**src/common/fetch_pkg.sv**
```systemverilog
package fetch_pkg;

    // address and instruction widths
    localparam int PC_W    = 32;
    localparam int INSTR_W = 32;

    // predictor tables, indexed by pc[6:2]
    localparam int IDX_W    = 5;
    localparam int HIST_W   = 5;
    localparam int TAG_W    = 25;
    localparam int TBL_SIZE = 1 << IDX_W;

    // in-flight predictions, depth must be a power of two
    localparam int RQ_DEPTH = 4;
    localparam int RQ_PTR_W = $clog2(RQ_DEPTH);

    localparam logic [PC_W-1:0] RESET_PC = 32'h0000_0000;

    // one prediction as seen at the start of a bus cycle
    typedef struct packed {
        logic             taken;
        logic [PC_W-1:0]  target;
        logic [IDX_W-1:0] index;
    } pred_t;

    // instruction handed to decode
    typedef struct packed {
        logic [PC_W-1:0]    pc;
        logic [INSTR_W-1:0] instr;
        pred_t              pred;
    } fetch_out_t;

    // outcome reported by execute, oldest first
    typedef struct packed {
        logic            branch;
        logic            taken;
        logic [PC_W-1:0] target;
    } resolve_t;

    // training write to both predictors
    // taken is only set for a resolved branch that was taken
    typedef struct packed {
        logic             valid;
        logic [PC_W-1:0]  pc;
        logic             taken;
        logic [PC_W-1:0]  target;
        logic [IDX_W-1:0] index;
    } train_t;

    typedef struct packed {
        logic            valid;
        logic [PC_W-1:0] pc;
    } redirect_t;

endpackage
```
**src/logic/fetch_top.sv**
```systemverilog
`timescale 1ns/10ps

module fetch_top
    import fetch_pkg::*;
(
    input  logic               clk_g,
    input  logic               rst_i,
    output logic               wb_cyc_o,
    output logic               wb_stb_o,
    output logic [PC_W-1:0]    wb_adr_o,
    input  logic [INSTR_W-1:0] wb_dat_i,
    input  logic               wb_ack_i,
    output fetch_out_t         out_o,
    output logic               out_valid_o,
    input  logic               out_ready_i,
    input  resolve_t           res_i,
    input  logic               res_valid_i
);

    logic [PC_W-1:0]  lookup_pc;
    logic             pht_taken;
    logic [IDX_W-1:0] pht_index;
    logic             btb_hit;
    logic [PC_W-1:0]  btb_target;
    logic             push;
    fetch_out_t       push_data;
    logic             queue_full;
    train_t           train;
    logic             train_branch;
    redirect_t        redirect;

    fetch_ctrl u_ctrl (
        .clk_g        (clk_g),
        .rst_i        (rst_i),
        .wb_cyc_o     (wb_cyc_o),
        .wb_stb_o     (wb_stb_o),
        .wb_adr_o     (wb_adr_o),
        .wb_dat_i     (wb_dat_i),
        .wb_ack_i     (wb_ack_i),
        .out_o        (out_o),
        .out_valid_o  (out_valid_o),
        .out_ready_i  (out_ready_i),
        .lookup_pc_o  (lookup_pc),
        .pht_taken_i  (pht_taken),
        .pht_index_i  (pht_index),
        .btb_hit_i    (btb_hit),
        .btb_target_i (btb_target),
        .push_o       (push),
        .push_data_o  (push_data),
        .queue_full_i (queue_full),
        .redirect_i   (redirect)
    );

    gshare_pht u_pht (
        .clk_g          (clk_g),
        .rst_i          (rst_i),
        .lookup_pc_i    (lookup_pc),
        .taken_o        (pht_taken),
        .index_o        (pht_index),
        .train_i        (train),
        .train_branch_i (train_branch)
    );

    branch_target_buffer u_btb (
        .clk_g       (clk_g),
        .rst_i       (rst_i),
        .lookup_pc_i (lookup_pc),
        .hit_o       (btb_hit),
        .target_o    (btb_target),
        .train_i     (train)
    );

    resolve_queue u_rq (
        .clk_g          (clk_g),
        .rst_i          (rst_i),
        .push_i         (push),
        .push_data_i    (push_data),
        .full_o         (queue_full),
        .res_i          (res_i),
        .res_valid_i    (res_valid_i),
        .train_o        (train),
        .train_branch_o (train_branch),
        .redirect_o     (redirect)
    );

endmodule

```
**src/logic/fetch_ctrl.sv**
```systemverilog
`timescale 1ns/10ps

module fetch_ctrl
    import fetch_pkg::*;
(
    input  logic               clk_g,
    input  logic               rst_i,
    // wishbone classic read master
    output logic               wb_cyc_o,
    output logic               wb_stb_o,
    output logic [PC_W-1:0]    wb_adr_o,
    input  logic [INSTR_W-1:0] wb_dat_i,
    input  logic               wb_ack_i,
    // decode
    output fetch_out_t         out_o,
    output logic               out_valid_o,
    input  logic               out_ready_i,
    // predictor lookup
    output logic [PC_W-1:0]    lookup_pc_o,
    input  logic               pht_taken_i,
    input  logic [IDX_W-1:0]   pht_index_i,
    input  logic               btb_hit_i,
    input  logic [PC_W-1:0]    btb_target_i,
    // resolve queue
    output logic               push_o,
    output fetch_out_t         push_data_o,
    input  logic               queue_full_i,
    input  redirect_t          redirect_i
);

    typedef enum logic [1:0] {
        S_IDLE,
        S_BUS,
        S_DELIVER,
        S_DISCARD
    } state_t;

    state_t          state_q;
    logic [PC_W-1:0] fetch_pc_q;
    logic [PC_W-1:0] restart_pc_q;
    logic            bus_first_q;
    pred_t           pred_q;
    fetch_out_t      out_q;
    logic            out_valid_q;

    pred_t pred_now;
    pred_t pred_bus;
    logic  transfer;
    logic  can_start;

    // lookup always follows the address of the next or current bus cycle
    assign lookup_pc_o = fetch_pc_q;

    assign pred_now.taken  = pht_taken_i & btb_hit_i;
    assign pred_now.target = btb_target_i;
    assign pred_now.index  = pht_index_i;

    // the prediction belongs to the first cycle of the bus access
    assign pred_bus = bus_first_q ? pred_now : pred_q;

    assign transfer  = out_valid_q & out_ready_i;
    assign can_start = out_ready_i & ~queue_full_i;

    assign wb_cyc_o = (state_q == S_BUS) || (state_q == S_DISCARD);
    assign wb_stb_o = wb_cyc_o;
    assign wb_adr_o = fetch_pc_q;

    assign out_o       = out_q;
    assign out_valid_o = out_valid_q;
    assign push_o      = transfer;
    assign push_data_o = out_q;

    always_ff @(posedge clk_g) begin
        if (rst_i) begin
            state_q     <= S_IDLE;
            fetch_pc_q  <= RESET_PC;
            bus_first_q <= 1'b0;
            out_valid_q <= 1'b0;
        end else begin
            bus_first_q <= 1'b0;
            if (redirect_i.valid) begin
                out_valid_q <= 1'b0;
                // an open bus cycle must finish before the new address goes out
                if (wb_cyc_o && !wb_ack_i) begin
                    state_q <= S_DISCARD;
                end else begin
                    state_q    <= S_IDLE;
                    fetch_pc_q <= redirect_i.pc;
                end
            end else begin
                case (state_q)
                    S_IDLE: begin
                        if (can_start) begin
                            state_q     <= S_BUS;
                            bus_first_q <= 1'b1;
                        end
                    end
                    S_BUS: begin
                        if (wb_ack_i) begin
                            state_q     <= S_DELIVER;
                            out_valid_q <= 1'b1;
                            fetch_pc_q  <= pred_bus.taken ? pred_bus.target
                                                          : fetch_pc_q + PC_W'(4);
                        end
                    end
                    S_DELIVER: begin
                        if (transfer) begin
                            out_valid_q <= 1'b0;
                            // queue_full_i already counts this push
                            if (!queue_full_i) begin
                                state_q     <= S_BUS;
                                bus_first_q <= 1'b1;
                            end else begin
                                state_q <= S_IDLE;
                            end
                        end
                    end
                    S_DISCARD: begin
                        if (wb_ack_i) begin
                            state_q    <= S_IDLE;
                            fetch_pc_q <= restart_pc_q;
                        end
                    end
                    default: state_q <= S_IDLE;
                endcase
            end
        end
    end

    always_ff @(posedge clk_g) begin
        if (state_q == S_BUS && bus_first_q) begin
            pred_q <= pred_now;
        end
        if (state_q == S_BUS && wb_ack_i) begin
            out_q.pc    <= fetch_pc_q;
            out_q.instr <= wb_dat_i;
            out_q.pred  <= pred_bus;
        end
        // corrected pc waits here while a stale access drains
        if (redirect_i.valid) begin
            restart_pc_q <= redirect_i.pc;
        end
    end

endmodule

```
**src/logic/resolve_queue.sv**
```systemverilog
`timescale 1ns/10ps

module resolve_queue
    import fetch_pkg::*;
(
    input  logic       clk_g,
    input  logic       rst_i,
    input  logic       push_i,
    input  fetch_out_t push_data_i,
    output logic       full_o,
    input  resolve_t   res_i,
    input  logic       res_valid_i,
    output train_t     train_o,
    output logic       train_branch_o,
    output redirect_t  redirect_o
);

    logic [PC_W-1:0] pc_mem   [RQ_DEPTH];
    pred_t           pred_mem [RQ_DEPTH];

    logic [RQ_PTR_W-1:0] head_q;
    logic [RQ_PTR_W-1:0] tail_q;
    logic [RQ_PTR_W:0]   count_q;
    logic [RQ_PTR_W:0]   count_next;

    logic [PC_W-1:0] head_pc;
    pred_t           head_pred;
    logic            dir_wrong;
    logic            tgt_wrong;
    logic            nonbr_wrong;
    logic            mispredict;
    logic            flush;

    assign head_pc   = pc_mem[head_q];
    assign head_pred = pred_mem[head_q];

    // compare the oldest prediction against what execute saw
    assign dir_wrong   = res_i.branch && (head_pred.taken != res_i.taken);
    assign tgt_wrong   = res_i.branch && res_i.taken && head_pred.taken &&
                         (head_pred.target != res_i.target);
    assign nonbr_wrong = !res_i.branch && head_pred.taken;
    assign mispredict  = dir_wrong | tgt_wrong | nonbr_wrong;
    assign flush       = res_valid_i & mispredict;

    assign redirect_o.valid = flush;
    assign redirect_o.pc    = res_i.taken ? res_i.target : head_pc + PC_W'(4);

    // every resolve is reported, the predictors pick what they need
    assign train_o.valid   = res_valid_i;
    assign train_o.pc      = head_pc;
    assign train_o.taken   = res_i.branch & res_i.taken;
    assign train_o.target  = res_i.target;
    assign train_o.index   = head_pred.index;
    assign train_branch_o  = res_valid_i & res_i.branch;

    // occupancy after this edge, so fetch can decide whether to start the next bus cycle
    always_comb begin
        if (flush) begin
            count_next = '0;
        end else begin
            count_next = count_q + (RQ_PTR_W+1)'(push_i) - (RQ_PTR_W+1)'(res_valid_i);
        end
    end

    assign full_o = (count_next == (RQ_PTR_W+1)'(RQ_DEPTH));

    always_ff @(posedge clk_g) begin
        if (rst_i) begin
            head_q  <= '0;
            tail_q  <= '0;
            count_q <= '0;
        end else if (flush) begin
            // younger entries are wrong path, including one pushed now
            head_q  <= '0;
            tail_q  <= '0;
            count_q <= '0;
        end else begin
            if (push_i) begin
                tail_q <= tail_q + 1'b1;
            end
            if (res_valid_i) begin
                head_q <= head_q + 1'b1;
            end
            count_q <= count_next;
        end
    end

    always_ff @(posedge clk_g) begin
        if (push_i) begin
            pc_mem[tail_q]   <= push_data_i.pc;
            pred_mem[tail_q] <= push_data_i.pred;
        end
    end

endmodule

```
**src/predictor/branch_target_buffer.sv**
```systemverilog
`timescale 1ns/10ps

module branch_target_buffer
    import fetch_pkg::*;
(
    input  logic            clk_g,
    input  logic            rst_i,
    input  logic [PC_W-1:0] lookup_pc_i,
    output logic            hit_o,
    output logic [PC_W-1:0] target_o,
    input  train_t          train_i
);

    logic [TBL_SIZE-1:0] valid_q;
    logic [TAG_W-1:0]    tag_mem    [TBL_SIZE];
    logic [PC_W-1:0]     target_mem [TBL_SIZE];

    logic [IDX_W-1:0] rd_idx;
    logic [IDX_W-1:0] wr_idx;
    logic [TAG_W-1:0] rd_tag;
    logic             wr_en;

    // direct mapped, pc[6:2] selects the entry and pc[31:7] is the tag
    assign rd_idx = lookup_pc_i[IDX_W+1:2];
    assign rd_tag = lookup_pc_i[PC_W-1:PC_W-TAG_W];

    assign hit_o    = valid_q[rd_idx] && (tag_mem[rd_idx] == rd_tag);
    assign target_o = target_mem[rd_idx];

    // only taken branches allocate
    assign wr_en  = train_i.valid & train_i.taken;
    assign wr_idx = train_i.pc[IDX_W+1:2];

    always_ff @(posedge clk_g) begin
        if (rst_i) begin
            valid_q <= '0;
        end else if (wr_en) begin
            valid_q[wr_idx] <= 1'b1;
        end
    end

    always_ff @(posedge clk_g) begin
        if (wr_en) begin
            tag_mem[wr_idx]    <= train_i.pc[PC_W-1:PC_W-TAG_W];
            target_mem[wr_idx] <= train_i.target;
        end
    end

endmodule

```
**src/predictor/gshare_pht.sv**
```systemverilog
`timescale 1ns/10ps

module gshare_pht
    import fetch_pkg::*;
(
    input  logic             clk_g,
    input  logic             rst_i,
    input  logic [PC_W-1:0]  lookup_pc_i,
    output logic             taken_o,
    output logic [IDX_W-1:0] index_o,
    input  train_t           train_i,
    input  logic             train_branch_i
);

    // 2-bit saturating counters
    logic [1:0]        ctr_q [TBL_SIZE];
    logic [HIST_W-1:0] hist_q;

    logic [IDX_W-1:0] wr_idx;
    logic [1:0]       wr_ctr;
    logic             do_train;

    // gshare index, pc word bits folded with the global history
    assign index_o = lookup_pc_i[IDX_W+1:2] ^ hist_q;
    assign taken_o = ctr_q[index_o][1];

    // training reuses the index captured at lookup time
    assign do_train = train_i.valid & train_branch_i;
    assign wr_idx   = train_i.index;
    assign wr_ctr   = ctr_q[wr_idx];

    always_ff @(posedge clk_g) begin
        if (rst_i) begin
            // weakly not-taken
            for (int i = 0; i < TBL_SIZE; i++) begin
                ctr_q[i] <= 2'b01;
            end
            hist_q <= '0;
        end else if (do_train) begin
            if (train_i.taken) begin
                if (wr_ctr != 2'b11) begin
                    ctr_q[wr_idx] <= wr_ctr + 2'b01;
                end
            end else begin
                if (wr_ctr != 2'b00) begin
                    ctr_q[wr_idx] <= wr_ctr - 2'b01;
                end
            end
            // history only moves on resolved branches
            hist_q <= {hist_q[HIST_W-2:0], train_i.taken};
        end
    end

endmodule

```
**config.mk**
```make
export PLATFORM = sky130hd
export DESIGN_NAME = fetch_top
export DESIGN_NICKNAME = d
export VERILOG_FILES = /design/src/common/fetch_pkg.sv /design/src/logic/fetch_top.sv /design/src/logic/fetch_ctrl.sv /design/src/logic/resolve_queue.sv /design/src/predictor/branch_target_buffer.sv /design/src/predictor/gshare_pht.sv
export SDC_FILE = /design/constraint.sdc
export NUM_CORES = 2
export LEC_CHECK = 0
export ABC_CLOCK_PERIOD_IN_PS = 5950
export BUFFER_PORTS_ARGS = -buffer_cell sky130_fd_sc_hd__buf_2
export CAP_MARGIN = 20
export CORE_UTILIZATION = 45
export DETAILED_ROUTE_END_ITERATION = 12
export GPL_TIMING_DRIVEN = 0
export PLACE_DENSITY = 0.74
export SLEW_MARGIN = 20
export SYNTH_ARGS = -nofsm -noshare
export SYNTH_HDL_FRONTEND = slang
export SYNTH_SLANG_ARGS = --single-unit
```
**constraint.sdc**
```tcl
create_clock -name clk_g -period 5.95 [get_ports clk_g]
set_clock_uncertainty 0.05 [all_clocks]
set_input_delay 0.2975 -clock clk_g [delete_from_list [all_inputs] [get_ports clk_g]]
set_output_delay 0.2975 -clock clk_g [all_outputs]
set_load 0.01 [all_outputs]
```
Word level (Yosys, flattened, before mapping)
Memory sizes are Yosys's and may differ from the RTL's. A register that Yosys moved wholly into a read port is not among the register bits. Index checks and enable logic that the tools add are counted.

Register bits: 252. Bits in writable memories: 2168. Input port bits: 71. Memories kept: 5.

Add/sub/neg operators: 8. $lt $le $gt $ge: 3. Equal/unequal tests: 15. Multiplexer cells: 56. Bitwise gates (word level): 14. Reduce and logical (&&, ||, !) cells: 22.

Memory list: u_btb.target_mem (words 32, width 32, rd ports 1, clocked after Yosys merged registers in 1, wr ports 1, RTL line branch_target_buffer.sv:16) `logic [PC_W-1:0] target_mem [TBL_SIZE];`; u_btb.tag_mem (words 32, width 25, rd ports 1, clocked after Yosys merged registers in 1, wr ports 1, RTL line branch_target_buffer.sv:15) `logic [TAG_W-1:0] tag_mem [TBL_SIZE];`; u_rq.pred_mem (words 4, width 38, rd ports 1, clocked after Yosys merged registers in 1, wr ports 1, RTL line resolve_queue.sv:19) `pred_t pred_mem [RQ_DEPTH];`; u_rq.pc_mem (words 4, width 32, rd ports 1, clocked after Yosys merged registers in 1, wr ports 1, RTL line resolve_queue.sv:18) `logic [PC_W-1:0] pc_mem [RQ_DEPTH];`; u_pht.ctr_q (words 32, width 2, rd ports 2, clocked after Yosys merged registers in 0, wr ports 32, RTL line gshare_pht.sv:16) `logic [1:0] ctr_q [TBL_SIZE];`.

Operators with widths (count): 32-bit two-way mux (6); 32-bit by 3-bit adder with 32-bit output, second input constant (2); 32-bit case mux with 2 select lines (1); 38-bit two-way mux (1); 32-bit inequality test (1); 32-bit OR (1); 25-bit == test (1); 1-bit two-way mux (25); 5-bit two-way mux (5); 2-bit two-way mux (12); 5-bit by 6-bit < comparator with 1-bit output, second input constant (2); 1-bit logical AND (10); 1-bit AND (8); 2-bit case mux with 4 select lines (1); 4-bit AND reduction (2); 2-bit by 1-bit adder with 2-bit output, second input constant (3); 2-bit inequality test, second input constant (3); 3-bit by 1-bit inequality test with 1-bit output, second input constant (2); 3-bit by 2-bit inequality test with 1-bit output, second input constant (2); 1-bit binary-select mux with 5-bit select (1); 1-bit demux with 5-bit select (1); 5-bit by 1-bit greater-or-equal comparator with 1-bit output, second input constant (1); 5-bit bitwise XOR (1); 2-bit == test, second input constant (2); 18 further kinds (24).

Depth between registers and ports, before layout
Word-level depth: 13. Gate-level depth with buffers: 18.

Modules after synthesis
A second synthesis with hierarchy kept.

Cell total of the unflattened synthesis: 4883. Area total of the unflattened synthesis: 96910.4 um^2.

By module, submodules not included: branch_target_buffer (times used 1, cells each 3071, area each 70799.2 um^2, sequential area each 55413.1 um^2); resolve_queue (times used 1, cells each 703, area each 12500.7 um^2, sequential area each 8588.2 um^2); fetch_ctrl (times used 1, cells each 785, area each 9635.5 um^2, sequential area each 5885.6 um^2); gshare_pht (times used 1, cells each 324, area each 3975.1 um^2, sequential area each 2021.9 um^2).

Worst setup path after synthesis
Ideal clock, no wire load.

Path kind: in2reg. From: input wb_ack_i. To: register u_ctrl.out_q (netlist bit u_ctrl.out_o[0]), enable pin. Library setup time: 565 ps. Arrival: 4942 ps. Required time: 5335 ps. Slack: 393 ps. Stages: 3. Path through: clkbuf_1 -> nand2_1 -> nor2_1.

Longest elaborated chain between the ends: 1.

RTL lines: start, declared (RTL line fetch_top.sv:12) `input logic wb_ack_i,`; 1-bit logical AND (RTL line fetch_ctrl.sv:134) `if (state_q == S_BUS && wb_ack_i) begin`; end, declared (RTL line fetch_ctrl.sv:43) `fetch_out_t out_q;`.

No other way between the ends. A chain may end at the register's enable or synchronous reset.

==> impl_metrics.json <==
{
  "cp_data_arrival_time_ns": 6.59,
  "synth_cells": 4735,
  "clkTransAtPathRegs_ns": 0.06,
  "drt_iter0_markers": 8653,
  "grtUsageTotal_pct": 27.0,
  "yosysSeqAreaShare_pct": 75.8,
  "die_y_um": 462,
  "grt_pass1_wl_um": 398000,
  "dieArea_um2": 213000,
  "globalplace.congestion": 0.926,
  "yosys_most_used_dff": "edfxtp_1",
  "hp-class": "primary input to flop",
  "num_io_pins": 208,
  "powerDensity_nw_per_um2": 335,
  "rows": 168,
  "drt_first_pass_iters": 9,
  "p_leak_uw": 0.0352,
  "swShare_pct": 24.0,
  "cts_root_buf": "clkbuf_16",
  "async_reset_ff_share_pct": 0,
  "path_max_fanout": 19,
  "slew_viol_final": 0,
  "fin_tns_setup_ns": -0.00284,
  "synthXorXnorAreaFrac_pct": 1.12,
  "internal-power_uw": 28600,
  "pwr-share-comb_pct": 10.0,
  "synth_top_family_by_area": "multiplexers",
  "cts_tree": "yes",
  "via_per_inst": 6.35,
  "core_area_um2": 210000,
  "crit_path_start_kind": "flop",
  "violations": "negative setup slack",
  "status": "finished, violations left",
  "final_area_um2": 112000,
  "yosysWarningCount": 0,
  "area_growth_pct": 18.0,
  "worstHoldStart": "wb_dat_i[31]",
  "hold_viol_final": 0,
  "cts.path.max_buffers": 3,
  "drc": 0,
  "rsz0062_at_grt": "no",
  "placed_cell_area_um2": 104000,
  "routed_wl_um": 291000,
  "routed-via-count": 53394,
  "mostFrequentLayoutCells": "2,340 x edfxtp_1, 518 x mux4_2, 310 x buf_2, 266 x mux2i_1, 239 x nor2_1",
  "numPortBuffers": 205,
  "start_util_pct": 45.3,
  "tightestPinTransition_ns": 1.25,
  "slew_headroom_pct": 16.6,
  "required_ns": 6.58,
  "synth_nets": 4818,
  "timing.hold.ws_ns": 0.0611,
  "peakVddDrop_uv": 289,
  "synthMuxAreaShare_pct": 15.5,
  "numCtsBuffers": 226,
  "path_class": "flop to flop",
  "grt_pass1_vias": 52048,
  "clkLatencyLatePin_ns": 0.91,
  "dp_hpwl_um": 196000,
  "fin_crit_sh_pct": 100,
  "cts_htree_levels": 4,
  "die_w_um": 462,
  "maxCapViolations": 0,
  "post-route-util_pct": 53.4,
  "grt_max_degree": 42,
  "final_common_cell": "edfxtp_1",
  "period_minus_slack_ns": 5.95,
  "nets": 5486,
  "synth_compound_area_share_pct": 2.59,
  "syn_avg_cell_area_um2": 20.1,
  "setup_slack_ns": -0.00284,
  "seq_power_share_pct": 50.9,
  "power_uw": 37600,
  "synthSimpleGateAreaFrac_pct": 3.46,
  "p_clk_share_pct": 39.1,
  "ant_nets": 0,
  "antenna_found_initial": 20,
  "drt-wirelength-per-cell_um": 34.6,
  "syn_area_um2": 95000,
  "synth_cell_type_count": 67,
  "fmax_mhz": 168,
  "gr-total-overflow": 0,
  "synth_edf_count": 2340,
  "synthAdderAreaFrac_pct": 0.166,
  "layout-drive-gt1-share_pct": 26.7,
  "clock_sinks": 2427,
  "setup_viol": 1,
  "end_kind": "flop",
  "ys_seq_elements": 2427,
  "power.switching_uw": 9020
}
## through the flow
step | setup WS [ns] | std cells
after floorplan | 0.393 | 4735
after global placement | -5.48 | 7745
after detailed placement | -0.324 | 7908
after CTS | 0.00503 | 8401
after global routing | 0.0320 | 8403
final | -0.00284 | 8412
## cells in the mapped netlist (all sizes together), types with 47 or more instances
library cell / instances / area share, %
edfxtp: 2340 / 74
mux4: 518 / 12
nor2: 274 / 1.1
mux2i: 266 / 2.8
buf: 155 / 0.89
nand2: 127 / 0.50
clkbuf: 90 / 0.36
dfxtp: 87 / 1.8
a21oi: 84 / 0.44
a22oi: 83 / 0.66
xnor2: 74 / 0.68
nand3: 72 / 0.38
o21ai: 72 / 0.39
or2: 48 / 0.32
xor2: 47 / 0.43
## power groups by stage
stage	registers, uW	clock network [uW]	logic, uW
final	19100	14700	3760
after CTS	19100	14800	3690
after detailed placement	19500	0	3610
after global routing	19100	15400	3880
after global placement	19500	0	3490
after floorplan	19400	0	2190
## path summary, 6_finish.rpt
| path | endpoint | slack (ns) | cells past startpoint |
|---|---|---|---|
| worst max register to register | u_ctrl.lookup_pc_o[5] | -0.003 | 18 |
| worst max-delay path | u_ctrl.lookup_pc_o[5] | -0.003 | 18 |
| worst min-delay path | u_ctrl.out_o[69] | 0.06 | 2 |
| worst min register to register | u_ctrl.lookup_pc_o[31] | 0.41 | 1 |
## routing by layer
metal / vias up / part of all wire (%) / track usage (%)
li1: 20690 / - / -
met1: 27372 / 35 / 34.7
met2: 4424 / 46 / 42.0
met3: 892 / 12 / 6.54
met4: 16 / 6.8 / 15.8
met5: - / 0.036 / 0
## worst max-delay path, stage by stage (launching register included)
cell and delay, ns:
dfxtp_1 0.39, buf_2 0.21, buf_6 0.23, buf_6 0.25
buf_2 0.41, buf_4 0.56, mux2i_1 0.27, a22oi_1 0.09
nand3_1 0.16, o21ai_0 0.22, or3_1 0.41, a2111oi_0 0.62
nand4_1 0.19, buf_4 0.23, o21ai_4 0.34, buf_4 0.24
and2_1 0.17, o21ai_1 0.10, a311oi_2 0.58
## area by class of cell
cell class | count | area (um2)
repair buffers | 443 | 5640
plain buffers | 242 | 1190
multi-input cells | 2018 | 22000
fillers | 15762 | 97700
well taps | 2805 | 3510
flip-flops and latches | 2427 | 72000
diodes | 11 | 27.5
inverters | 45 | 169
clock inverters | 146 | 1600
clock buffers | 275 | 5970
## state kept, by name, indices dropped and copies added (netlist names), named ones only
register             flops
u_btb.target_mem      1024
u_btb.tag_mem          800
u_rq.pred_mem          152
u_rq.pc_mem            128
u_ctrl.out_o           102
u_pht.ctr_q             64
u_ctrl.pred_q           38
u_btb.valid_q           32
u_ctrl.lookup_pc_o      32
u_ctrl.restart_pc_q     32
u_pht.hist_q             5
u_rq.count_q             3
u_ctrl.state_q           2
u_rq.head_q              2
u_rq.tail_q              2
u_ctrl.bus_first_q       1
u_ctrl.out_valid_o       1
## logic make-up (layout without fill, tap and decap cells)
family | count (synthesis) | in the layout
buffers and inverters | 290 | 1151
XOR/XNOR | 121 | 121
adder cells (fa/ha/maj) | 12 | 12
AND/OR/NAND/NOR | 696 | 696
flip-flops | 2427 | 2427
multiplexers | 818 | 818
AO/OA/AOI/OAI | 371 | 371
other | 0 | 11
## what timing repair did
item                                    in CTS  in global routing
endpoints found under the setup margin      29                  8
pin swaps                                    1                  0
resized for setup                            4                  7
setup buffers                                2                  0
hold buffers                                73                  0
endpoints found under the hold margin     1054                  0
Power figures use the tool's default switching activity.
